<file path="src/hw/im2col_pkg.sv">
/*
 * shared word and descriptor types for the im2col peripheral
 * register map of the peripheral and DMA channel register offsets
 */
package im2col_pkg;

  typedef logic [31:0] word_t;

  localparam int unsigned REG_AW = 8;
  typedef logic [REG_AW-1:0] reg_addr_t;

  // configuration registers occupy consecutive words up to CTRL
  localparam reg_addr_t REG_SRC_PTR   = 8'h00;
  localparam reg_addr_t REG_DST_PTR   = 8'h04;
  localparam reg_addr_t REG_IW        = 8'h08;
  localparam reg_addr_t REG_IH        = 8'h0C;
  localparam reg_addr_t REG_FW        = 8'h10;
  localparam reg_addr_t REG_FH        = 8'h14;
  localparam reg_addr_t REG_NUM_CH    = 8'h18;
  localparam reg_addr_t REG_BATCH     = 8'h1C;
  localparam reg_addr_t REG_STRIDE_D1 = 8'h20;
  localparam reg_addr_t REG_STRIDE_D2 = 8'h24;
  localparam reg_addr_t REG_N_PATCH_W = 8'h28;
  localparam reg_addr_t REG_N_PATCH_H = 8'h2C;
  localparam reg_addr_t REG_CTRL      = 8'h30; // bit0 start, bit1 irq_en
  localparam reg_addr_t REG_STATUS    = 8'h34; // bit0 busy, bit1 done
  localparam reg_addr_t REG_IFR       = 8'h38; // bit0 flag, cleared on read

  // offsets inside one DMA channel
  localparam word_t DMA_SRC_PTR    = 32'h0;
  localparam word_t DMA_DST_PTR    = 32'h4;
  localparam word_t DMA_SIZE_D1    = 32'hC;
  localparam word_t DMA_SIZE_D2    = 32'h10;
  localparam word_t DMA_INC_SRC_D1 = 32'h18;
  localparam word_t DMA_INC_SRC_D2 = 32'h1C;

  localparam word_t ELEM_BYTES = 32'd4; // elements are always full words

  typedef struct packed {
    word_t src_ptr;
    word_t dst_ptr;
    word_t inc_src_d2;
    logic  last;       // final transfer of the job
  } im2col_desc_t;

endpackage

</file>
<file path="src/hw/im2col_cfg_if.sv">
`timescale 1ns/100ps
/*
 * job configuration bundle from the register file to the datapath
 */
interface im2col_cfg_if;
  import im2col_pkg::*;

  word_t src_ptr, dst_ptr;
  word_t iw, ih, fw, fh;
  word_t num_ch, batch;
  word_t stride_d1, stride_d2;
  word_t n_patch_w, n_patch_h;
  logic  start;

  modport cfg (output src_ptr, dst_ptr, iw, ih, fw, fh, num_ch, batch,
               stride_d1, stride_d2, n_patch_w, n_patch_h, start);
  modport gen (input src_ptr, dst_ptr, iw, ih, fw, fh, num_ch, batch,
               stride_d1, stride_d2, n_patch_w, n_patch_h, start);
  modport prog (input stride_d1, n_patch_w, n_patch_h);

endinterface

</file>
<file path="src/hw/im2col_dma_prog.sv">
`timescale 1ns/100ps
/*
 * DMA channel busy tracker and lowest-free-channel choice
 * six-write channel programming over the req/gnt/rvalid master port
 */
module im2col_dma_prog #(
  parameter int unsigned       NUM_DMA_CH    = 2,
  parameter im2col_pkg::word_t DMA_BASE_ADDR = 32'h0,
  parameter im2col_pkg::word_t DMA_CH_SIZE   = 32'h100
) (
  input  logic                     clk_i,
  input  logic                     rst_ni,
  im2col_cfg_if.prog               cfg,
  input  im2col_pkg::im2col_desc_t desc_i,
  input  logic                     desc_valid_i,
  output logic                     desc_ready_o,
  output logic                     dma_req_o,
  output im2col_pkg::word_t        dma_addr_o,
  output im2col_pkg::word_t        dma_wdata_o,
  input  logic                     dma_gnt_i,
  input  logic                     dma_rvalid_i,
  input  logic [NUM_DMA_CH-1:0]    dma_done_i,
  output logic                     done_o
);
  import im2col_pkg::*;

  localparam int unsigned CH_W = (NUM_DMA_CH > 1) ? $clog2(NUM_DMA_CH) : 1;

  typedef enum logic [1:0] {
    PROG_IDLE,
    PROG_REQ,
    PROG_WAIT
  } prog_state_e;

  prog_state_e           state_q;
  im2col_desc_t          desc_q;
  logic [2:0]            wr_idx_q;  // which of the six channel registers is next
  logic [CH_W-1:0]       chan_q, free_ch;
  logic [NUM_DMA_CH-1:0] ch_busy_q;
  logic                  all_busy, pop, done_q;
  word_t                 reg_off;

  // scanning downwards leaves the lowest free channel selected
  always_comb begin
    free_ch = '0;
    for (int i = NUM_DMA_CH - 1; i >= 0; i--) begin
      if (!ch_busy_q[i]) begin
        free_ch = CH_W'(i);
      end
    end
  end

  assign all_busy     = &ch_busy_q;
  assign desc_ready_o = (state_q == PROG_IDLE) && !all_busy;
  assign pop          = desc_valid_i && desc_ready_o;

  always_ff @(posedge clk_i or negedge rst_ni) begin
    if (!rst_ni) begin
      state_q   <= PROG_IDLE;
      wr_idx_q  <= '0;
      chan_q    <= '0;
      ch_busy_q <= '0;
      done_q    <= 1'b0;
    end else begin
      done_q <= 1'b0;
      for (int i = 0; i < NUM_DMA_CH; i++) begin
        if (dma_done_i[i]) begin
          ch_busy_q[i] <= 1'b0;
        end
      end
      case (state_q)
        PROG_IDLE: begin
          if (pop) begin
            chan_q             <= free_ch;
            ch_busy_q[free_ch] <= 1'b1;
            wr_idx_q           <= '0;
            state_q            <= PROG_REQ;
          end
        end
        PROG_REQ: begin
          if (dma_gnt_i) begin
            state_q <= PROG_WAIT;
          end
        end
        PROG_WAIT: begin
          if (dma_rvalid_i) begin
            if (wr_idx_q == 3'd5) begin
              state_q <= PROG_IDLE;
              done_q  <= desc_q.last; // SIZE_D1 of the final transfer has landed
            end else begin
              wr_idx_q <= wr_idx_q + 3'd1;
              state_q  <= PROG_REQ;
            end
          end
        end
        default: state_q <= PROG_IDLE;
      endcase
    end
  end

  always_ff @(posedge clk_i) begin
    if (pop) begin
      desc_q <= desc_i;
    end
  end

  // SIZE_D1 goes last since writing it kicks off the channel
  always_comb begin
    case (wr_idx_q)
      3'd0: begin
        reg_off     = DMA_SRC_PTR;
        dma_wdata_o = desc_q.src_ptr;
      end
      3'd1: begin
        reg_off     = DMA_DST_PTR;
        dma_wdata_o = desc_q.dst_ptr;
      end
      3'd2: begin
        reg_off     = DMA_INC_SRC_D1;
        dma_wdata_o = ELEM_BYTES * cfg.stride_d1;
      end
      3'd3: begin
        reg_off     = DMA_INC_SRC_D2;
        dma_wdata_o = desc_q.inc_src_d2;
      end
      3'd4: begin
        reg_off     = DMA_SIZE_D2;
        dma_wdata_o = cfg.n_patch_h;
      end
      default: begin
        reg_off     = DMA_SIZE_D1;
        dma_wdata_o = ELEM_BYTES * cfg.n_patch_w;
      end
    endcase
  end

  assign dma_addr_o = DMA_BASE_ADDR + word_t'(chan_q) * DMA_CH_SIZE + reg_off;
  assign dma_req_o  = (state_q == PROG_REQ);
  assign done_o     = done_q;

  // address and data must hold until the slave grants
  a_req_stable: assert property (@(posedge clk_i) disable iff (!rst_ni)
    (dma_req_o && !dma_gnt_i) |=> (dma_req_o && $stable(dma_addr_o) && $stable(dma_wdata_o)));

endmodule

</file>
<file path="src/flat_wrapper.sv">
// flat-port wrapper written by rule: the top's interface ports become plain ports
module im2col_dma_prog_flat import im2col_pkg::*;
#(
  parameter int unsigned       NUM_DMA_CH    = 2,
  parameter im2col_pkg::word_t DMA_BASE_ADDR = 32'h0,
  parameter im2col_pkg::word_t DMA_CH_SIZE   = 32'h100
)
  (clk_i, rst_ni, desc_i, desc_valid_i, desc_ready_o, dma_req_o, dma_addr_o, dma_wdata_o, dma_gnt_i, dma_rvalid_i, dma_done_i, done_o, cfg_stride_d1, cfg_n_patch_w, cfg_n_patch_h);
  im2col_cfg_if cfg_i ();
  input  logic clk_i;
  input  logic rst_ni;
  input  im2col_pkg::im2col_desc_t desc_i;
  input  logic desc_valid_i;
  output logic desc_ready_o;
  output logic dma_req_o;
  output im2col_pkg::word_t dma_addr_o;
  output im2col_pkg::word_t dma_wdata_o;
  input  logic dma_gnt_i;
  input  logic dma_rvalid_i;
  input  logic [NUM_DMA_CH-1:0] dma_done_i;
  output logic done_o;
  input wire logic [$bits(cfg_i.stride_d1)-1:0] cfg_stride_d1;
  input wire logic [$bits(cfg_i.n_patch_w)-1:0] cfg_n_patch_w;
  input wire logic [$bits(cfg_i.n_patch_h)-1:0] cfg_n_patch_h;
  assign cfg_i.stride_d1 = cfg_stride_d1;
  assign cfg_i.n_patch_w = cfg_n_patch_w;
  assign cfg_i.n_patch_h = cfg_n_patch_h;
  im2col_dma_prog #(.NUM_DMA_CH(NUM_DMA_CH), .DMA_BASE_ADDR(DMA_BASE_ADDR), .DMA_CH_SIZE(DMA_CH_SIZE)) u_core (.clk_i(clk_i), .rst_ni(rst_ni), .cfg(cfg_i), .desc_i(desc_i), .desc_valid_i(desc_valid_i), .desc_ready_o(desc_ready_o), .dma_req_o(dma_req_o), .dma_addr_o(dma_addr_o), .dma_wdata_o(dma_wdata_o), .dma_gnt_i(dma_gnt_i), .dma_rvalid_i(dma_rvalid_i), .dma_done_i(dma_done_i), .done_o(done_o));
endmodule
</file>
<file path="config.mk">
export PLATFORM = sky130hd
export DESIGN_NAME = im2col_dma_prog_flat
export DESIGN_NICKNAME = d
export VERILOG_FILES = /design/src/hw/im2col_pkg.sv /design/src/hw/im2col_cfg_if.sv /design/src/hw/im2col_dma_prog.sv /design/src/flat_wrapper.sv
export SDC_FILE = /design/constraint.sdc
export NUM_CORES = 1
export LEC_CHECK = 0
export BUFFER_PORTS_ARGS = -buffer_cell sky130_fd_sc_hd__buf_2
export CORE_MARGIN = 1.5
export CORE_UTILIZATION = 35
export DETAILED_ROUTE_END_ITERATION = 8
export PLACE_DENSITY = 0.75
export SLEW_MARGIN = 20
export SYNTH_ARGS = -nofsm -noshare
export SYNTH_HDL_FRONTEND = slang
export SYNTH_SLANG_ARGS = --single-unit
</file>
<file path="constraint.sdc">
create_clock -name clk_i -period 18.5 [get_ports clk_i]
set_input_delay 2.775 -clock clk_i [delete_from_list [all_inputs] [get_ports clk_i]]
set_output_delay 2.775 -clock clk_i [all_outputs]
set_load 0.02 [all_outputs]
</file>
==> key figures <==
Outcome
  – Outcome: complete, no violations

STA
  – Worst hold margin: 482 ps
  – Setup repair after global routing missed its margin: no
  – Timing-limited maximum frequency: 155 MHz
  – Number of max-slew violations in the final report: 0
  – Minimum clock period after layout: 6460 ps
  – Number of setup violations in the final report: 0
  – Final TNS setup: 0 ps
  – Worst Max-Slew Pin Slew: 1130 ps
  – Final period util: 0.349
  – Final Skew: 7.18 ps
  – Hold violation count in the final report: 0
  – Max transition margin: 0.244

Synthesis
  – Number of enable-type register cells in the synthesized netlist: 97
  – Cell area after synthesis: 4970 sq um
  – Post-synthesis simple-gate area fraction: 0.0746
  – Synthesized area divided by synthesized cell count: 13.3 sq um
  – Synth async-reset ratio: 0.0849
  – Flip-flop cell with the highest count after synthesis: edfxtp_1
  – Number of unique standard cell types used by synthesis: 35
  – Flip-flop and latch count after synthesis: 106
  – Gate count of the mapped netlist: 374
  – Parity-gate share of the synthesized area counting xor and xnor cells: 0
  – Adder-Cell Fraction of Synth Area: 0.0126
  – Multiplexer share of the synthesized area: 0.0471
  – Compound-cell area share of the yosys netlist: 0.154
  – Register area share after synthesis: 0.632
  – Syn. warnings: 0
  – Combinational family with the most area after synthesis: compound AO/OA/AOI/OAI gates

Floorplan
  – Count of standard-cell rows: 43
  – Width of the die: 122 um
  – Placeable Area: 13,900 sq um
  – I/O pins: 267
  – Floorplan die area: 14,900 sq um
  – Die Ht: 122 um
  – Initial Util: 0.358

Worst setup path
  – Reg-to-Reg End: u_core.wr_idx_q[2]$_DFFE_PN0P_
  – Data required, critical path: 15,730 ps
  – Number of cells traversed by the worst register-to-register path: 5
  – Kind of end point of the critical path: output pin
  – Setup crit start kind: flop
  – Launch instance of the worst register-to-register path: u_core.wr_idx_q[2]$_DFFE_PN0P_
  – Worst reg-to-reg setup slack: 16,030 ps
  – Maximum fanout along the worst path: 17
  – Worst path arrival time: 3680 ps
  – Crit path kind: reg -> out

Place
  – Detailed placement HPWL: 10.7 mm
  – Placement-stage cell area: 6180 sq um
  – Inst Count DP: 761
  – Final weighted congestion of routability-driven global placement: 0.786
  – I/O Buffers: 234

Power and ir drop
  – Power per unit of standard cell area: 175 nW/um^2
  – Total design power: 1.13 mW
  – Leakage: 2.75 nW
  – Worst ir drop on vdd: 84.1 uV

GRT
  – Maximum number of pins on one net before global-route repair: 62
  – Wire length of the first global-routing pass: 21.7 mm
  – Overall track demand over capacity in global routing: 0.198
  – Initial antenna violation count: 2
  – Via count of the first global-routing pass: 4,117
  – Total grt overflow: 0

Worst hold path
  – Worst hold-check path type: reg -> reg
  – Worst Hold Path Cells: 1
  – Worst Min Path Start: u_core.chan_q$_DFFE_PN0P_
  – End point of the worst hold path: u_core.chan_q$_DFFE_PN0P_

CTS
  – Bufs on Longest Clock Path: 2
  – Clock Pin Slew Worst Setup and Hold Paths: 60 ps
  – Clock tree from TritonCTS: built
  – Clk_lat worst skew: 340 ps
  – Total of cells resized after clock tree synthesis: 0
  – CTS buffer count: 9
  – CTS Root Cell: clkbuf_16
  – Count of hold-fix buffers inserted at cts: 0
  – CTS H-tree lvls: 3
  – Sinks on the clock net: 106
  – Postcts setup bufs: 0

Cells and area
  – Ratio of cells with drive above 1 in the final layout: 0.474
  – Final standard cell area without fillers: 6460 sq um
  – Area Growth Syn to Fin: 30.0%
  – Highest-count cells in the layout ignoring fill and taps: 234 x buf_2, 97 x edfxtp_1, 30 x a222oi_1, 30 x nand2_1
  – Number of standard cells in the layout, taps in and fillers out: 778
  – Final-stage net count: 797
  – # fillers: 1,289
  – Commonest non-fill, non-tap cell in the layout: buf_2

Detailed routing
  – Drt wl/cell: 19.5 um
  – Via count: 4,105
  – Remaining routing DRC violations: 0
  – Initial DRT Pass Iterations: 8
  – Number of antenna-violating nets in the routed design: 0
  – Initial detailed-routing violation count: 315
  – Post-DR vias/cell: 5.28
  – Wirelength, routed: 15.1 mm

Flow run
  – Reported max-cap violation count: 0
## power by group
part / leakage, nW / internal (mW) / switching (mW)
combinational: 1.60 / 0.200 / 0.392
sequential: 1.02 / 0.331 / 0.0243
clock: 0.137 / 0.0990 / 0.0814
## state kept, by name, summed over array words and instances, names as in the netlist
signal,flops
u_core.chan_q,1
u_core.wr_idx_q,3
u_core.desc_q,97
u_core.done_o,1
u_core.state_q,2
u_core.ch_busy_q,2
## cell families (layout without fill, tap and decap cells)
group,after synthesis,in the layout
flip-flops,106,106
AO/OA/AOI/OAI,92,92
AND/OR/NAND/NOR,79,79
buffers and inverters,70,266
multiplexers,21,21
adder cells (fa/ha/maj),5,5
other,1,29
## per-layer routing
metal  track usage  vias up  share of wire
met5             0        -        0.00079
met4        0.0531        2          0.011
met3        0.0524       15          0.089
met2         0.356      246           0.51
met1         0.235     1971           0.39
li1              -     1871              -
## synth_stat cells, types with 2 or more instances
master    count  area [sq um]
nand2_1      30           113
nor2b_1       3          18.8
a21bo_2       2          20.0
edfxtp_1     97          2910
buf_2         8          40.0
a31oi_1      28           175
clkbuf_1     24          90.1
mux2_2       19           214
inv_1         7          26.3
and2_1        2          12.5
ha_1          5          62.6
or2_1         2          12.5
a22o_1       16           140
o22a_1        3          26.3
buf_4        30           225
a221o_1       3          30.0
o22ai_1       3          18.8
a22oi_1       2          15.0
nor2_1        6          22.5
dfrtp_1       9           225
a222oi_1     30           300
mux2i_1       2          20.0
and3_1        3          18.8
nor3_1       29           145
## critical path, stage by stage, from the launching register on
cell and delay (ps):
dfrtp_1 760, buf_4 410, inv_1 380, ha_1 350
or2_1 220, or2_1 500, buf_4 340, o22a_1 220
buf_2 150
## final cells by class
cell class	count	area (sq um)	share of cell area
antenna	1	2.50	0.000388
timing repair buffer	243	1240	0.192
inverter	7	26.3	0.00407
sequential	106	3140	0.486
clock inverter	2	13.8	0.00213
multi-input combinational	225	1550	0.240
clock buffer	14	264	0.0409
tap	180	225	0.0349
## how the worst max path moves through the flow
stage | startpoint | end | slack (ps)
final | u_core.wr_idx_q[2]$_DFFE_PN0P_ | dma_wdata_o[9] | 12040
after global routing | u_core.wr_idx_q[2]$_DFFE_PN0P_ | dma_wdata_o[21] | 11760
after CTS | u_core.wr_idx_q[2]$_DFFE_PN0P_ | dma_wdata_o[17] | 11910
after detailed placement | cfg_n_patch_h[9] | dma_wdata_o[9] | 12100
after global placement | cfg_n_patch_h[9] | dma_wdata_o[9] | 12110
after floorplan | desc_valid_i | u_core.desc_q[0]$_DFFE_PN_ | 8270
## through the flow
stage          utilization  setup WS, ps
4_1_cts              0.465         11910
5_1_grt              0.465         11760
3_5_place_dp         0.445         12100
3_3_place_gp         0.445         12110
2_1_floorplan            -          8270
6_report             0.465         12040
No activity file was read; power rests on OpenSTA's default activity.
