--- src/hw/im2col_pkg.sv ---
/*
 * shared word and descriptor types for the im2col peripheral
 * register map of the peripheral and DMA channel register offsets
 */
package im2col_pkg;

  typedef logic [31:0] word_t;

  localparam int unsigned REG_AW = 8;
  typedef logic [REG_AW-1:0] reg_addr_t;

  // configuration registers occupy consecutive words up to CTRL
  localparam reg_addr_t REG_SRC_PTR   = 8'h00;
  localparam reg_addr_t REG_DST_PTR   = 8'h04;
  localparam reg_addr_t REG_IW        = 8'h08;
  localparam reg_addr_t REG_IH        = 8'h0C;
  localparam reg_addr_t REG_FW        = 8'h10;
  localparam reg_addr_t REG_FH        = 8'h14;
  localparam reg_addr_t REG_NUM_CH    = 8'h18;
  localparam reg_addr_t REG_BATCH     = 8'h1C;
  localparam reg_addr_t REG_STRIDE_D1 = 8'h20;
  localparam reg_addr_t REG_STRIDE_D2 = 8'h24;
  localparam reg_addr_t REG_N_PATCH_W = 8'h28;
  localparam reg_addr_t REG_N_PATCH_H = 8'h2C;
  localparam reg_addr_t REG_CTRL      = 8'h30; // bit0 start, bit1 irq_en
  localparam reg_addr_t REG_STATUS    = 8'h34; // bit0 busy, bit1 done
  localparam reg_addr_t REG_IFR       = 8'h38; // bit0 flag, cleared on read

  // offsets inside one DMA channel
  localparam word_t DMA_SRC_PTR    = 32'h0;
  localparam word_t DMA_DST_PTR    = 32'h4;
  localparam word_t DMA_SIZE_D1    = 32'hC;
  localparam word_t DMA_SIZE_D2    = 32'h10;
  localparam word_t DMA_INC_SRC_D1 = 32'h18;
  localparam word_t DMA_INC_SRC_D2 = 32'h1C;

  localparam word_t ELEM_BYTES = 32'd4; // elements are always full words

  typedef struct packed {
    word_t src_ptr;
    word_t dst_ptr;
    word_t inc_src_d2;
    logic  last;       // final transfer of the job
  } im2col_desc_t;

endpackage

--- src/hw/im2col_cfg_if.sv ---
`timescale 1ns/100ps
/*
 * job configuration bundle from the register file to the datapath
 */
interface im2col_cfg_if;
  import im2col_pkg::*;

  word_t src_ptr, dst_ptr;
  word_t iw, ih, fw, fh;
  word_t num_ch, batch;
  word_t stride_d1, stride_d2;
  word_t n_patch_w, n_patch_h;
  logic  start;

  modport cfg (output src_ptr, dst_ptr, iw, ih, fw, fh, num_ch, batch,
               stride_d1, stride_d2, n_patch_w, n_patch_h, start);
  modport gen (input src_ptr, dst_ptr, iw, ih, fw, fh, num_ch, batch,
               stride_d1, stride_d2, n_patch_w, n_patch_h, start);
  modport prog (input stride_d1, n_patch_w, n_patch_h);

endinterface

--- src/hw/im2col_regs.sv ---
`timescale 1ns/100ps
/*
 * register file with same-cycle bus response
 * start pulse, busy/done status and interrupt flag
 */
module im2col_regs (
  input  logic                  clk_i,
  input  logic                  rst_ni,
  input  logic                  reg_valid_i,
  input  logic                  reg_write_i,
  input  im2col_pkg::reg_addr_t reg_addr_i,
  input  im2col_pkg::word_t     reg_wdata_i,
  output im2col_pkg::word_t     reg_rdata_o,
  output logic                  reg_ready_o,
  input  logic                  done_i,
  output logic                  irq_o,
  im2col_cfg_if.cfg             cfg
);
  import im2col_pkg::*;

  localparam int unsigned NUM_CFG = REG_CTRL / 4;

  word_t cfg_q [NUM_CFG];
  logic  wr_en, rd_en, cfg_hit, ctrl_wr;
  logic  start_q, busy_q, done_q, irq_en_q, ifr_q;

  assign wr_en   = reg_valid_i && reg_write_i;
  assign rd_en   = reg_valid_i && !reg_write_i;
  assign cfg_hit = (reg_addr_i < REG_CTRL) && (reg_addr_i[1:0] == 2'b00);
  assign ctrl_wr = wr_en && (reg_addr_i == REG_CTRL);

  assign reg_ready_o = reg_valid_i; // every access completes in its own cycle

  always_ff @(posedge clk_i or negedge rst_ni) begin
    if (!rst_ni) begin
      for (int i = 0; i < NUM_CFG; i++) begin
        cfg_q[i] <= '0;
      end
    end else if (wr_en && cfg_hit) begin
      cfg_q[reg_addr_i[5:2]] <= reg_wdata_i;
    end
  end

  always_ff @(posedge clk_i or negedge rst_ni) begin
    if (!rst_ni) begin
      start_q  <= 1'b0;
      irq_en_q <= 1'b0;
      busy_q   <= 1'b0;
      done_q   <= 1'b0;
      ifr_q    <= 1'b0;
    end else begin
      // a second start while a job runs is ignored
      start_q <= ctrl_wr && reg_wdata_i[0] && !busy_q && !start_q;
      if (ctrl_wr) begin
        irq_en_q <= reg_wdata_i[1];
      end
      if (start_q) begin
        busy_q <= 1'b1;
        done_q <= 1'b0;
      end else if (done_i) begin
        busy_q <= 1'b0;
        done_q <= 1'b1;
      end
      if (done_i && irq_en_q) begin
        ifr_q <= 1'b1;
      end else if (rd_en && reg_addr_i == REG_IFR) begin
        ifr_q <= 1'b0;
      end
    end
  end

  always_comb begin
    reg_rdata_o = '0;
    if (cfg_hit) begin
      reg_rdata_o = cfg_q[reg_addr_i[5:2]];
    end else begin
      case (reg_addr_i)
        REG_CTRL:   reg_rdata_o = {30'b0, irq_en_q, 1'b0}; // start reads back as zero
        REG_STATUS: reg_rdata_o = {30'b0, done_q, busy_q};
        REG_IFR:    reg_rdata_o = {31'b0, ifr_q};
        default:    reg_rdata_o = '0;
      endcase
    end
  end

  assign cfg.src_ptr   = cfg_q[REG_SRC_PTR[5:2]];
  assign cfg.dst_ptr   = cfg_q[REG_DST_PTR[5:2]];
  assign cfg.iw        = cfg_q[REG_IW[5:2]];
  assign cfg.ih        = cfg_q[REG_IH[5:2]];
  assign cfg.fw        = cfg_q[REG_FW[5:2]];
  assign cfg.fh        = cfg_q[REG_FH[5:2]];
  assign cfg.num_ch    = cfg_q[REG_NUM_CH[5:2]];
  assign cfg.batch     = cfg_q[REG_BATCH[5:2]];
  assign cfg.stride_d1 = cfg_q[REG_STRIDE_D1[5:2]];
  assign cfg.stride_d2 = cfg_q[REG_STRIDE_D2[5:2]];
  assign cfg.n_patch_w = cfg_q[REG_N_PATCH_W[5:2]];
  assign cfg.n_patch_h = cfg_q[REG_N_PATCH_H[5:2]];
  assign cfg.start     = start_q;

  assign irq_o = ifr_q;

  // a done pulse from the datapath can only end a job that is running
  a_done_only_when_busy: assert property (@(posedge clk_i) disable iff (!rst_ni)
    done_i |-> busy_q);

endmodule

--- src/flat_wrapper.sv ---
// flat-port wrapper written by rule: the top's interface ports become plain ports
module im2col_regs_flat import im2col_pkg::*;
  (clk_i, rst_ni, reg_valid_i, reg_write_i, reg_addr_i, reg_wdata_i, reg_rdata_o, reg_ready_o, done_i, irq_o, cfg_src_ptr, cfg_dst_ptr, cfg_iw, cfg_ih, cfg_fw, cfg_fh, cfg_num_ch, cfg_batch, cfg_stride_d1, cfg_stride_d2, cfg_n_patch_w, cfg_n_patch_h, cfg_start);
  im2col_cfg_if cfg_i ();
  input  logic clk_i;
  input  logic rst_ni;
  input  logic reg_valid_i;
  input  logic reg_write_i;
  input  im2col_pkg::reg_addr_t reg_addr_i;
  input  im2col_pkg::word_t reg_wdata_i;
  output im2col_pkg::word_t reg_rdata_o;
  output logic reg_ready_o;
  input  logic done_i;
  output logic irq_o;
  output wire logic [$bits(cfg_i.src_ptr)-1:0] cfg_src_ptr;
  output wire logic [$bits(cfg_i.dst_ptr)-1:0] cfg_dst_ptr;
  output wire logic [$bits(cfg_i.iw)-1:0] cfg_iw;
  output wire logic [$bits(cfg_i.ih)-1:0] cfg_ih;
  output wire logic [$bits(cfg_i.fw)-1:0] cfg_fw;
  output wire logic [$bits(cfg_i.fh)-1:0] cfg_fh;
  output wire logic [$bits(cfg_i.num_ch)-1:0] cfg_num_ch;
  output wire logic [$bits(cfg_i.batch)-1:0] cfg_batch;
  output wire logic [$bits(cfg_i.stride_d1)-1:0] cfg_stride_d1;
  output wire logic [$bits(cfg_i.stride_d2)-1:0] cfg_stride_d2;
  output wire logic [$bits(cfg_i.n_patch_w)-1:0] cfg_n_patch_w;
  output wire logic [$bits(cfg_i.n_patch_h)-1:0] cfg_n_patch_h;
  output wire logic [$bits(cfg_i.start)-1:0] cfg_start;
  assign cfg_src_ptr = cfg_i.src_ptr;
  assign cfg_dst_ptr = cfg_i.dst_ptr;
  assign cfg_iw = cfg_i.iw;
  assign cfg_ih = cfg_i.ih;
  assign cfg_fw = cfg_i.fw;
  assign cfg_fh = cfg_i.fh;
  assign cfg_num_ch = cfg_i.num_ch;
  assign cfg_batch = cfg_i.batch;
  assign cfg_stride_d1 = cfg_i.stride_d1;
  assign cfg_stride_d2 = cfg_i.stride_d2;
  assign cfg_n_patch_w = cfg_i.n_patch_w;
  assign cfg_n_patch_h = cfg_i.n_patch_h;
  assign cfg_start = cfg_i.start;
  im2col_regs u_core (.clk_i(clk_i), .rst_ni(rst_ni), .reg_valid_i(reg_valid_i), .reg_write_i(reg_write_i), .reg_addr_i(reg_addr_i), .reg_wdata_i(reg_wdata_i), .reg_rdata_o(reg_rdata_o), .reg_ready_o(reg_ready_o), .done_i(done_i), .irq_o(irq_o), .cfg(cfg_i));
endmodule
--- config.mk ---
export PLATFORM = sky130hd
export DESIGN_NAME = im2col_regs_flat
export DESIGN_NICKNAME = d
export VERILOG_FILES = /design/src/hw/im2col_pkg.sv /design/src/hw/im2col_cfg_if.sv /design/src/hw/im2col_regs.sv /design/src/flat_wrapper.sv
export SDC_FILE = /design/constraint.sdc
export NUM_CORES = 1
export LEC_CHECK = 0
export BUFFER_PORTS_ARGS = -buffer_cell sky130_fd_sc_hd__buf_4
export CAP_MARGIN = 20
export CELL_PAD_IN_SITES_DETAIL_PLACEMENT = 0
export CELL_PAD_IN_SITES_GLOBAL_PLACEMENT = 2
export CORE_UTILIZATION = 37
export DETAILED_ROUTE_END_ITERATION = 8
export PLACE_DENSITY = 0.79
export SYNTH_ARGS = -nofsm -noshare
export SYNTH_HDL_FRONTEND = slang
export SYNTH_SLANG_ARGS = --single-unit
--- constraint.sdc ---
create_clock -name clk_i -period 3.65 [get_ports clk_i]
set_input_delay 0.73 -clock clk_i [delete_from_list [all_inputs] [get_ports clk_i]]
set_output_delay 0.73 -clock clk_i [all_outputs]
set_load 0.005 [all_outputs]
==> flow_summary.toml, run 1 <==
[outcome]
run_status = "finished with violations"
violations = "design-rule violations"

[synth]
yosys_warnings = 0
synthCells = 1124
yosysSeqAreaShare_pct = 55.3
synthDistinctLibCells = 32
synth-seq-cells = 389
netlist_area_mm2 = 0.0176
avgSynthCellArea_um2 = 15.7
syn_nets = 1169

[sta]
min_period_ns = 3.24
rsz0062_at_grt = "false"
fmax_mhz = 309
fin_tns_setup_ns = 0
worst_pin_slew_ns = 0.650
hold_viol = 0
clock-skew-final_ns = 0.00524
min_period_over_period_pct = 88.6
hold_slack_ns = 0.155
slew_headroom_pct = 56.6
drv_slew = 0
setup_viol = 0

[clocking]
cts.sinks = 389
clk_latency_ns = 0.56
holdBufCountCts = 0
post_cts_buffers = 0
cts_max_path_buffers = 3
cts_made_buffers = 45
post_cts_resized = 0
cts_max_level = 2
cts_root_buf = "clkbuf_16"
clk_pin_slew_worst_paths_ns = 0.06
tritoncts = "yes"

[grt]
grt_max_degree = 92
grt_pass1_wl_um = 86500
track_usage_pct = 24.5
met1_usage_pct = 33.1
top_usage_layer = "met2"
overflow = 0
antenna_found_initial = 0
grtUsageMet3_pct = 4.58
gr-usage-met2_pct = 39.9
first_global_vias = 12400

[critical_path]
r2r_end = "u_core.cfg.n_patch_w[11]$_DFFE_PN0P_"
reg2reg_from = "u_core.cfg.n_patch_w[11]$_DFFE_PN0P_"
critPathMaxStageDelay_ns = 0.52
required_ns = 2.92
crit_fanout = 31
cpMaxStageDelayCell = "mux4_2"
crit_chain = "buf_6 > buf_12 > mux4_2 > mux2i_1 > o21ai_0 > buf_4"
endpoint = "reg_rdata_o[8]"
path_class = "input pin to output pin"
cp-end-kind = "output pin"
cp-startpoint = "reg_addr_i[2]"
setup.worst_path.start_class = "input pin"
reg2reg_depth = 1
reg2reg_slack_ns = 2.82
arrival_ns = 2.51

[placed_design]
gp_congestion = 0.828
dpl.hpwl_um = 41300
port_buffers = 463

[die]
fp.dieH_um = 220
rows = 79
die-area_mm2 = 0.0485
core_region_area_mm2 = 0.0468
num_io_pins = 464
start_util_pct = 37.7
dieWidth_um = 220

[routing]
wl_per_cell_um = 26.6
first_pass_iters = 7
ant_nets = 0
drc = 24
drt_iter0_drc = 653
drt_wl_total_um = 59200
vias = 11900
via_per_inst = 5.37

[final_layout]
nets = 1627
drive_gt1_share_pct = 66.7
syn_to_final_growth_pct = 34.1
n_antenna_cell = 0

[min_path]
hold_class = "input pin to async pin"

[flow_run]
drv_cap = 0

[power_and_ir_drop]
power_density_mw_per_mm2 = 419
irDropWorstVdd_mv = 0.297
power.leakage_uw = 0.0120
## flip-flops by register name, summed over array words and instances (netlist names), 32 cells and up
name	cells
u_core.cfg.stride_d2	32
u_core.cfg.stride_d1	32
u_core.cfg.fw	32
u_core.cfg.fh	32
u_core.cfg.n_patch_w	32
u_core.cfg.n_patch_h	32
u_core.cfg.batch	32
u_core.cfg.ih	32
u_core.cfg.src_ptr	32
u_core.cfg.num_ch	32
u_core.cfg.iw	32
u_core.cfg.dst_ptr	32
## metal layers
| metal | wire length, µm | vias to the layer above | share of wire, % |
|---|---|---|---|
| li1 | - | 5102 | - |
| met1 | 25300 | 6371 | 43 |
| met2 | 28900 | 376 | 49 |
| met3 | 3370 | 95 | 5.7 |
| met4 | 1670 | 0 | 2.8 |
| met5 | 0 | - | 0 |
## worst min-delay path by stage
stage,slack [ns],to,from
2_1_floorplan,0.41,u_core.cfg.start$_DFF_PN0_,u_core.busy_q$_DFFE_PN0P_
3_3_place_gp,0.42,u_core.cfg.start$_DFF_PN0_,u_core.busy_q$_DFFE_PN0P_
3_5_place_dp,0.43,u_core.cfg.start$_DFF_PN0_,u_core.busy_q$_DFFE_PN0P_
4_1_cts,0.16,u_core.cfg.num_ch[6]$_DFFE_PN0P_,rst_ni
5_1_grt,0.20,u_core.cfg.num_ch[6]$_DFFE_PN0P_,rst_ni
6_report,0.15,u_core.cfg.num_ch[6]$_DFFE_PN0P_,rst_ni
## synthesized netlist by cell type
cell,instances,area share [%]
nor3_2,3,0.17
nor2b_1,2,0.071
nand3_1,31,0.88
o32ai_1,1,0.050
o21ai_0,32,0.91
o31ai_1,1,0.043
o41ai_1,1,0.050
nand2b_1,4,0.14
nand2_1,7,0.15
inv_1,2,0.043
or3_1,1,0.036
buf_1,10,0.21
nor4_4,1,0.12
mux2i_1,36,2.0
nor2_1,13,0.28
mux2_2,380,24
buf_4,1,0.043
o21bai_1,1,0.043
mux2_1,6,0.38
o211ai_1,1,0.043
nand4_1,3,0.11
clkbuf_1,52,1.1
o22ai_1,1,0.036
o311ai_0,1,0.050
nor4b_1,1,0.050
inv_2,1,0.021
o221ai_1,1,0.050
mux4_2,93,12
nor3_1,3,0.085
buf_2,44,1.3
nand3b_1,1,0.043
dfrtp_1,389,55
## cells in the final DEF, fill, tap and decap left out, drive strengths merged, types with 3 or more instances in the layout
cell type    n
nor2        13
mux4        93
buf        518
mux2i       36
nor3         6
clkbuf      67
dfrtp      389
nand2b       4
mux2       386
inv          6
nand3       31
clkinv       9
o21ai       32
nand2        7
nand4        3
## critical path: cells and delay by family
family | cells | cell delay (ns)
AOI/OAI and AO/OA | 1 | 0.13
muxes | 2 | 0.78
buffers and inverters | 3 | 0.82
## cells by family after synthesis
| group | synth area share [%] |
|---|---|
| multiplexers | 38.6 |
| flip-flops | 55.3 |
| buffers and inverters | 2.68 |
| AND/OR/NAND/NOR | 2.13 |
| AO/OA/AOI/OAI | 1.27 |
## cell type report
| class | instances | area [µm²] |
|---|---|---|
| clock buffers | 67 | 1350 |
| clock inverters | 16 | 149 |
| fillers | 4053 | 23100 |
| inverters | 3 | 11.3 |
| multi-input cells | 625 | 7500 |
| flip-flops and latches | 389 | 9730 |
| well taps | 607 | 759 |
| repair buffers | 518 | 4100 |
## power by group
| part | leakage, µW | switching [µW] | internal, µW | total (µW) |
|---|---|---|---|---|
| sequential | 0.00539 | 114 | 4430 | 4550 |
| clock | 0.000742 | 1840 | 2710 | 4550 |
| combinational | 0.00582 | 394 | 394 | 788 |
## per-stage QoR
stage / area (µm²) / total power [µW] / cells / util, % / worst slack [ns]
floorplan: 17600 / 4910 / 1124 / - / 0.623
global placement: 22100 / 5410 / 2142 / 47.3 / 0.359
detailed placement: 22100 / 5420 / 2142 / 47.3 / 0.413
CTS: 23600 / 10000 / 2225 / 50.5 / 0.409
global route: 23600 / 10300 / 2225 / 50.5 / 0.302
finish: 23600 / 9880 / 2225 / 50.5 / 0.414
Note: power is estimated with default switching activity, not from simulation.
==> run 2, diff against run 1 <==
ABC_AREA = 1   (was not set)
CORE_UTILIZATION = 27   (was 37)
PLACE_DENSITY = 0.74   (was 0.79)
clock period = 2.85 ns   (was 3.65 ns; I/O delays follow)
==> run 2 against run 1 <==
The flow now finishes without violations; non-clock buffer count is 5 higher; critical path depth is 6 higher; final cell count grew 68%; clock skew fell by 0.0050 ns; design area rose by 3.3%; critical path type unchanged; register-to-register slack worse by 0.73 ns; sequential share of layout area shrank 1.3 points; combinational power increased by 33%; sequential cell count unchanged; core utilization fell by 14 points; first-iteration DRC count rose by 120%.
==> flow_summary.toml, run 2 <==
[synth]
synth_edf_count = 0
yosys_warnings = 0
synth-seq-cells = 389
yosysMostFrequentCell = "nand2_1"
synthDistinctLibCells = 24
yosys.area.top_type = "dfrtp_1"
synth_top_area_share_pct = 52.6
synthCells = 2434
synth_commonest_cells = "nand2_1, dfrtp_1, o21ai_1, nand3_1, buf_2"
syn_nets = 2479
netlist_area_mm2 = 0.0185
synth_top_flop_cell = "dfrtp_1"
async_flop_share_pct = 100
avgSynthCellArea_um2 = 7.60
yosysSeqAreaShare_pct = 52.6
synth_area_leaders = "dfrtp_1, nand2_1, o21ai_1"

[clocking]
clk_pin_slew_worst_paths_ns = 0.06
post_cts_buffers = 0
cts_max_path_buffers = 3
cts.sinks = 389
cts_max_level = 2
tritoncts = "yes"
cts_root_buf = "clkbuf_16"
post_cts_resized = 0
cts_made_buffers = 47
clk_latency_ns = 0.58

[sta]
setup_viol = 0
drv_slew = 0
hold_viol = 0
fmax_mhz = 382
slew_headroom_pct = 58.2
min_period_ns = 2.62
worst_pin_slew_ns = 0.627
fin_tns_setup_ns = 0
clock-skew-final_ns = 0.000193
rsz0062_at_grt = "false"
min_period_over_period_pct = 91.9

[die]
fp.dieH_um = 264
die-area_mm2 = 0.0696
rows = 95
dieWidth_um = 264
core_region_area_mm2 = 0.0675
num_io_pins = 464
start_util_pct = 27.4

[final_layout]
mostFrequentLayoutCells = "nand2_1, buf_4, dfrtp_1"
syn_to_final_growth_pct = 31.7
fin_cells = 3731
drive_gt1_share_pct = 22.4
n_antenna_cell = 0
nets = 2869
layout_commonest_cell = "nand2_1"
fin_area_mm2 = 0.0244

[critical_path]
arrival_ns = 2.05
path_class = "input pin to output pin"
reg2reg_depth = 2
path_buf_inv = 5
setup.worst_path.start_class = "input pin"
cp-end-kind = "output pin"
required_ns = 2.28
crit_chain = "buf_6 > buf_12 > buf_4 > nand2_1 > nand2_1 > nand2_1 > nand3_1 > nand2_1 > nand3_1 > nand2_1 > inv_1 > buf_4"
path_common_cell = "nand2_1"
r2r_end = "u_core.cfg.dst_ptr[31]$_DFFE_PN0P_"
cpMaxStageDelayCell = "buf_4"
critPathMaxStageDelay_ns = 0.31
crit_fanout = 55
reg2reg_from = "u_core.cfg.dst_ptr[31]$_DFFE_PN0P_"
cp_top_family = "buffers and inverters"
reg2reg_slack_ns = 2.09

[flow_run]
drv_cap = 0

[power_and_ir_drop]
clockPowerShare_pct = 46.3
p_int_uw = 9410
irDropWorstVdd_mv = 0.371
power.leakage_uw = 0.0130
switchingPower_uw = 3320
power_density_mw_per_mm2 = 522
p_seq_share_pct = 45.4
swShare_pct = 26.1
combinationalPowerShare_pct = 8.3

[grt]
grt_pass1_wl_um = 120000
grt_max_degree = 77
antenna_found_initial = 0
track_usage_pct = 22.9
overflow = 0
first_global_vias = 17500

[placed_design]
gp_congestion = 0.835
dpl.hpwl_um = 57000
placed_cells = 3647
port_buffers = 463
dpl_cell_area_mm2 = 0.0229

[min_path]
hp-start = "done_i"
hold_end = "u_core.irq_o$_DFFE_PN0P_"
hold_path_depth = 3
hold_class = "input pin to register"

[routing]
via_per_inst = 4.78
drt_wl_total_um = 80900
drc = 0
wl_per_cell_um = 21.7
drt_iter0_drc = 1430
vias = 17800
first_pass_iters = 5
ant_nets = 0

[outcome]
run_status = "complete, no violations"
-- run 2: power groups by stage --
stage | sequential, µW | combinational, µW | clock (µW)
2_1_floorplan | 5840 | 409 | 0
3_3_place_gp | 5870 | 1060 | 0
3_5_place_dp | 5880 | 1070 | 0
4_1_cts | 5780 | 1070 | 6040
5_1_grt | 5790 | 1150 | 6250
6_report | 5780 | 1050 | 5890
-- run 2: through the flow --
stage / hold slack, ns / setup WS [ns] / utilization, % / power (µW)
3_3_place_gp: 0.450 / 0.153 / 33.9 / 6930
3_5_place_dp: 0.447 / 0.213 / 33.9 / 6940
4_1_cts: 0.180 / 0.210 / 36.1 / 12900
2_1_floorplan: 0.274 / 0.665 / - / 6250
5_1_grt: 0.208 / 0.0854 / 36.1 / 13200
6_report: 0.215 / 0.231 / 36.1 / 12700
-- run 2: area by class of cell --
cell class / instances / area, µm²
fill: 7167 / 43100
sequential: 389 / 9730
multi-input combinational: 1785 / 7570
timing repair buffer: 523 / 4220
clock buffer: 67 / 1320
tap: 873 / 1090
inverter: 78 / 300
clock inverter: 16 / 148
-- run 2: how the worst max path moves through the flow --
stage / from / endpoint / cells past startpoint
2_1_floorplan: reg_addr_i[2] / reg_rdata_o[23] / 12
3_3_place_gp: reg_addr_i[1] / reg_rdata_o[0] / 9
3_5_place_dp: reg_addr_i[1] / reg_rdata_o[0] / 9
4_1_cts: reg_addr_i[1] / reg_rdata_o[0] / 9
5_1_grt: reg_addr_i[1] / reg_rdata_o[0] / 9
6_report: reg_addr_i[2] / reg_rdata_o[20] / 12
-- run 2: per-layer routing --
metal  part of all wire (%)  track usage (%)  up-vias
li1                       -                -     8456
met1                     44             30.6     8646
met2                     47             37.3      617
met3                    6.1             4.20      119
met4                    3.1             7.56        0
met5                      0                0        -
-- run 2: worst min-delay path, stage by stage --
cell and delay (ns):
buf_4 0.10, nand2_1 0.05, nand2_1 0.05
-- run 2: repair_timing --
item	in CTS	in global routing
endpoints found under the hold margin	40	0
endpoints found under the setup margin	0	0
hold buffers	1	0
-- run 2: cell families after synthesis --
logic type      synth area share (%)
buf+inv                         6.76
simple gates                    29.7
flops                           52.6
compound gates                  10.9
==> run 3, diff against run 2 <==
--- a/config.mk
+++ b/config.mk
@@ -8,8 +8,8 @@
 export ABC_AREA = 1
 export BUFFER_PORTS_ARGS = -buffer_cell sky130_fd_sc_hd__buf_4
-export CAP_MARGIN = 20
 export CELL_PAD_IN_SITES_DETAIL_PLACEMENT = 0
 export CELL_PAD_IN_SITES_GLOBAL_PLACEMENT = 2
 export CORE_UTILIZATION = 27
+export CTS_CLUSTER_DIAMETER = 60
 export DETAILED_ROUTE_END_ITERATION = 8
 export PLACE_DENSITY = 0.74
==> constraint.sdc (replaced) <==
create_clock -name clk_i -period 2.85 [get_ports clk_i]
set_input_delay 0 -clock clk_i [delete_from_list [all_inputs] [get_ports clk_i]]
set_output_delay 0 -clock clk_i [all_outputs]
set_load 0.005 [all_outputs]
==> run 3 against run 2 <==
Worst hold slack worse by 0.21 ns; via count shrank 0.24%; non-clock buffer count up 11; worst setup slack gained 0.55 ns; critical path depth is the same; global-route usage is 0.26 points lower; power up 5.3%; sequential share of layout area down 0.42 points; fmax up 26%; sequential power about the same; highest routed layer unchanged.
==> flow_summary.toml, run 3 (synthesis results as in run 2) <==
[outcome]
run_status = "complete, no violations"

[critical_path]
cp-end-kind = "output pin"
setup.worst_path.start_class = "input pin"
cpMaxStageDelayCell = "buf_4"
critPathMaxStageDelay_ns = 0.82
cp_top_family = "buffers and inverters"
arrival_ns = 2.07
path_buf_inv = 5
path_class = "input pin to output pin"
required_ns = 2.85
crit_fanout = 80
crit_chain = "buf_6 > inv_6 > buf_4 > nand2_1 > nand2_1 > nand2_1 > nand3_1 > nand2_1 > nand3_1 > nand2_1 > inv_1 > buf_4"
path_common_cell = "nand2_1"

[die]
rows = 95
num_io_pins = 464
core_region_area_mm2 = 0.0675
die-area_mm2 = 0.0696
dieWidth_um = 264
start_util_pct = 27.4
fp.dieH_um = 264

[clocking]
post_cts_resized = 0
post_cts_buffers = 0
cts.sinks = 389
clk_latency_ns = 0.59
cts_max_path_buffers = 3
cts_max_level = 2
cts_made_buffers = 50
tritoncts = "yes"
holdBufCountCts = 38
cts_root_buf = "clkbuf_16"
clk_pin_slew_worst_paths_ns = 0.05

[power_and_ir_drop]
fin_total_pwr_uw = 13400
p_int_uw = 9980
swShare_pct = 25.5
irDropWorstVdd_mv = 0.425
switchingPower_uw = 3420
clockPowerShare_pct = 49.0
p_seq_share_pct = 43.1
power.leakage_uw = 0.0131
combinationalPowerShare_pct = 7.9
power_density_mw_per_mm2 = 544

[grt]
overflow = 0
grt_pass1_wl_um = 119000
grt_max_degree = 101
first_global_vias = 17300
track_usage_pct = 22.6
antenna_found_initial = 0

[sta]
worst_pin_slew_ns = 1.07
slew_headroom_pct = 28.7
min_period_ns = 2.07
fin_tns_setup_ns = 0
min_period_over_period_pct = 72.7
hold_slack_ns = 0.00795
rsz0062_at_grt = "false"
setup_viol = 0
hold_viol = 0
clock-skew-final_ns = 0.00558
fmax_mhz = 482
drv_slew = 0

[routing]
first_pass_iters = 5
drt_wl_total_um = 80400
vias = 17800
ant_nets = 0
via_per_inst = 4.75
wl_per_cell_um = 21.4
drt_iter0_drc = 1486
drc = 0

[placed_design]
placed_cells = 3621
gp_congestion = 0.818
dpl.hpwl_um = 54100
port_buffers = 463

[final_layout]
fin_cells = 3749
syn_to_final_growth_pct = 33.1
layout_commonest_cell = "nand2_1"
mostFrequentLayoutCells = "nand2_1, buf_4, dfrtp_1"
n_antenna_cell = 0
nets = 2883
drive_gt1_share_pct = 21.7
regArea_mm2 = 0.00973
n_fill_cell = 7187
multi_input_area_mm2 = 0.00757

[flow_run]
drv_cap = 0

[min_path]
hold_class = "input pin to async pin"
-- run 3: changes by cell type in the layout (fill, tap and decap cells not counted), moves of 2 or more --
cell | before | now
buf_12 | 22 | 10
buf_4 | 498 | 484
clkbuf_1 | 14 | 10
clkbuf_16 | 48 | 53
clkbuf_8 | 5 | 12
clkinv_2 | 11 | 5
clkinvlp_4 | 1 | 4
dlygate4sd3_1 | 1 | 38
inv_8 | 0 | 2
-- run 3: per-layer routing --
metal  vias up  global-route usage, %  wire length (µm)
met4         0                   5.06              1520
met5         -                      0                 0
li1       8487                      -                 -
met3        82                   4.26              4360
met2       541                   37.6             38700
met1      8685                   30.4             35800
-- run 3: final cells by class --
cell class	count	area share (%)
clock inverter	15	0.716
inverter	78	1.22
timing repair buffer	534	17.2
tap	873	4.43
multi-input combinational	1785	30.7
clock buffer	75	6.21
sequential	389	39.5
-- run 3: worst reg2reg max path, delay by kind of cell (launching register included) --
family	cells	cell delay (ns)
flops	1	0.40
buf+inv	2	0.63
simple gates	2	0.16
-- run 3: final timing paths --
check	from	end	slack, ns	depth (start not counted)
worst max-delay path	reg_addr_i[2]	reg_rdata_o[15]	0.78	12
worst min-delay path	rst_ni	u_core.cfg.fh[0]$_DFFE_PN0P_	0.008	2
worst max register to register	u_core.cfg.start$_DFF_PN0_	u_core.cfg.start$_DFF_PN0_	1.60	4
worst min register to register	u_core.cfg.start$_DFF_PN0_	u_core.done_q$_DFFE_PN0P_	0.46	1
max in group asynchronous	rst_ni	u_core.cfg.stride_d1[17]$_DFFE_PN0P_	1.89	3
min in group clk_i	reg_wdata_i[27]	u_core.cfg.src_ptr[27]$_DFFE_PN0P_	0.04	3
-- run 3: power by group through the flow --
stage	Clock [µW]	Combinational [µW]	Sequential (µW)
final	6560	1050	5780
after global routing	6940	1160	5790
after CTS	6700	1070	5780
after detailed placement	0	1030	5870
after global placement	0	1020	5870
after floorplan	0	409	5840
-- run 3: through the flow --
stage	setup slack [ns]	util [%]	cell area, µm²
final	0.777	36.5	24600
after floorplan	1.67	-	18500
after CTS	0.829	36.5	24600
after global routing	0.518	36.5	24600
after detailed placement	0.787	33.4	22600
after global placement	0.801	33.4	22600
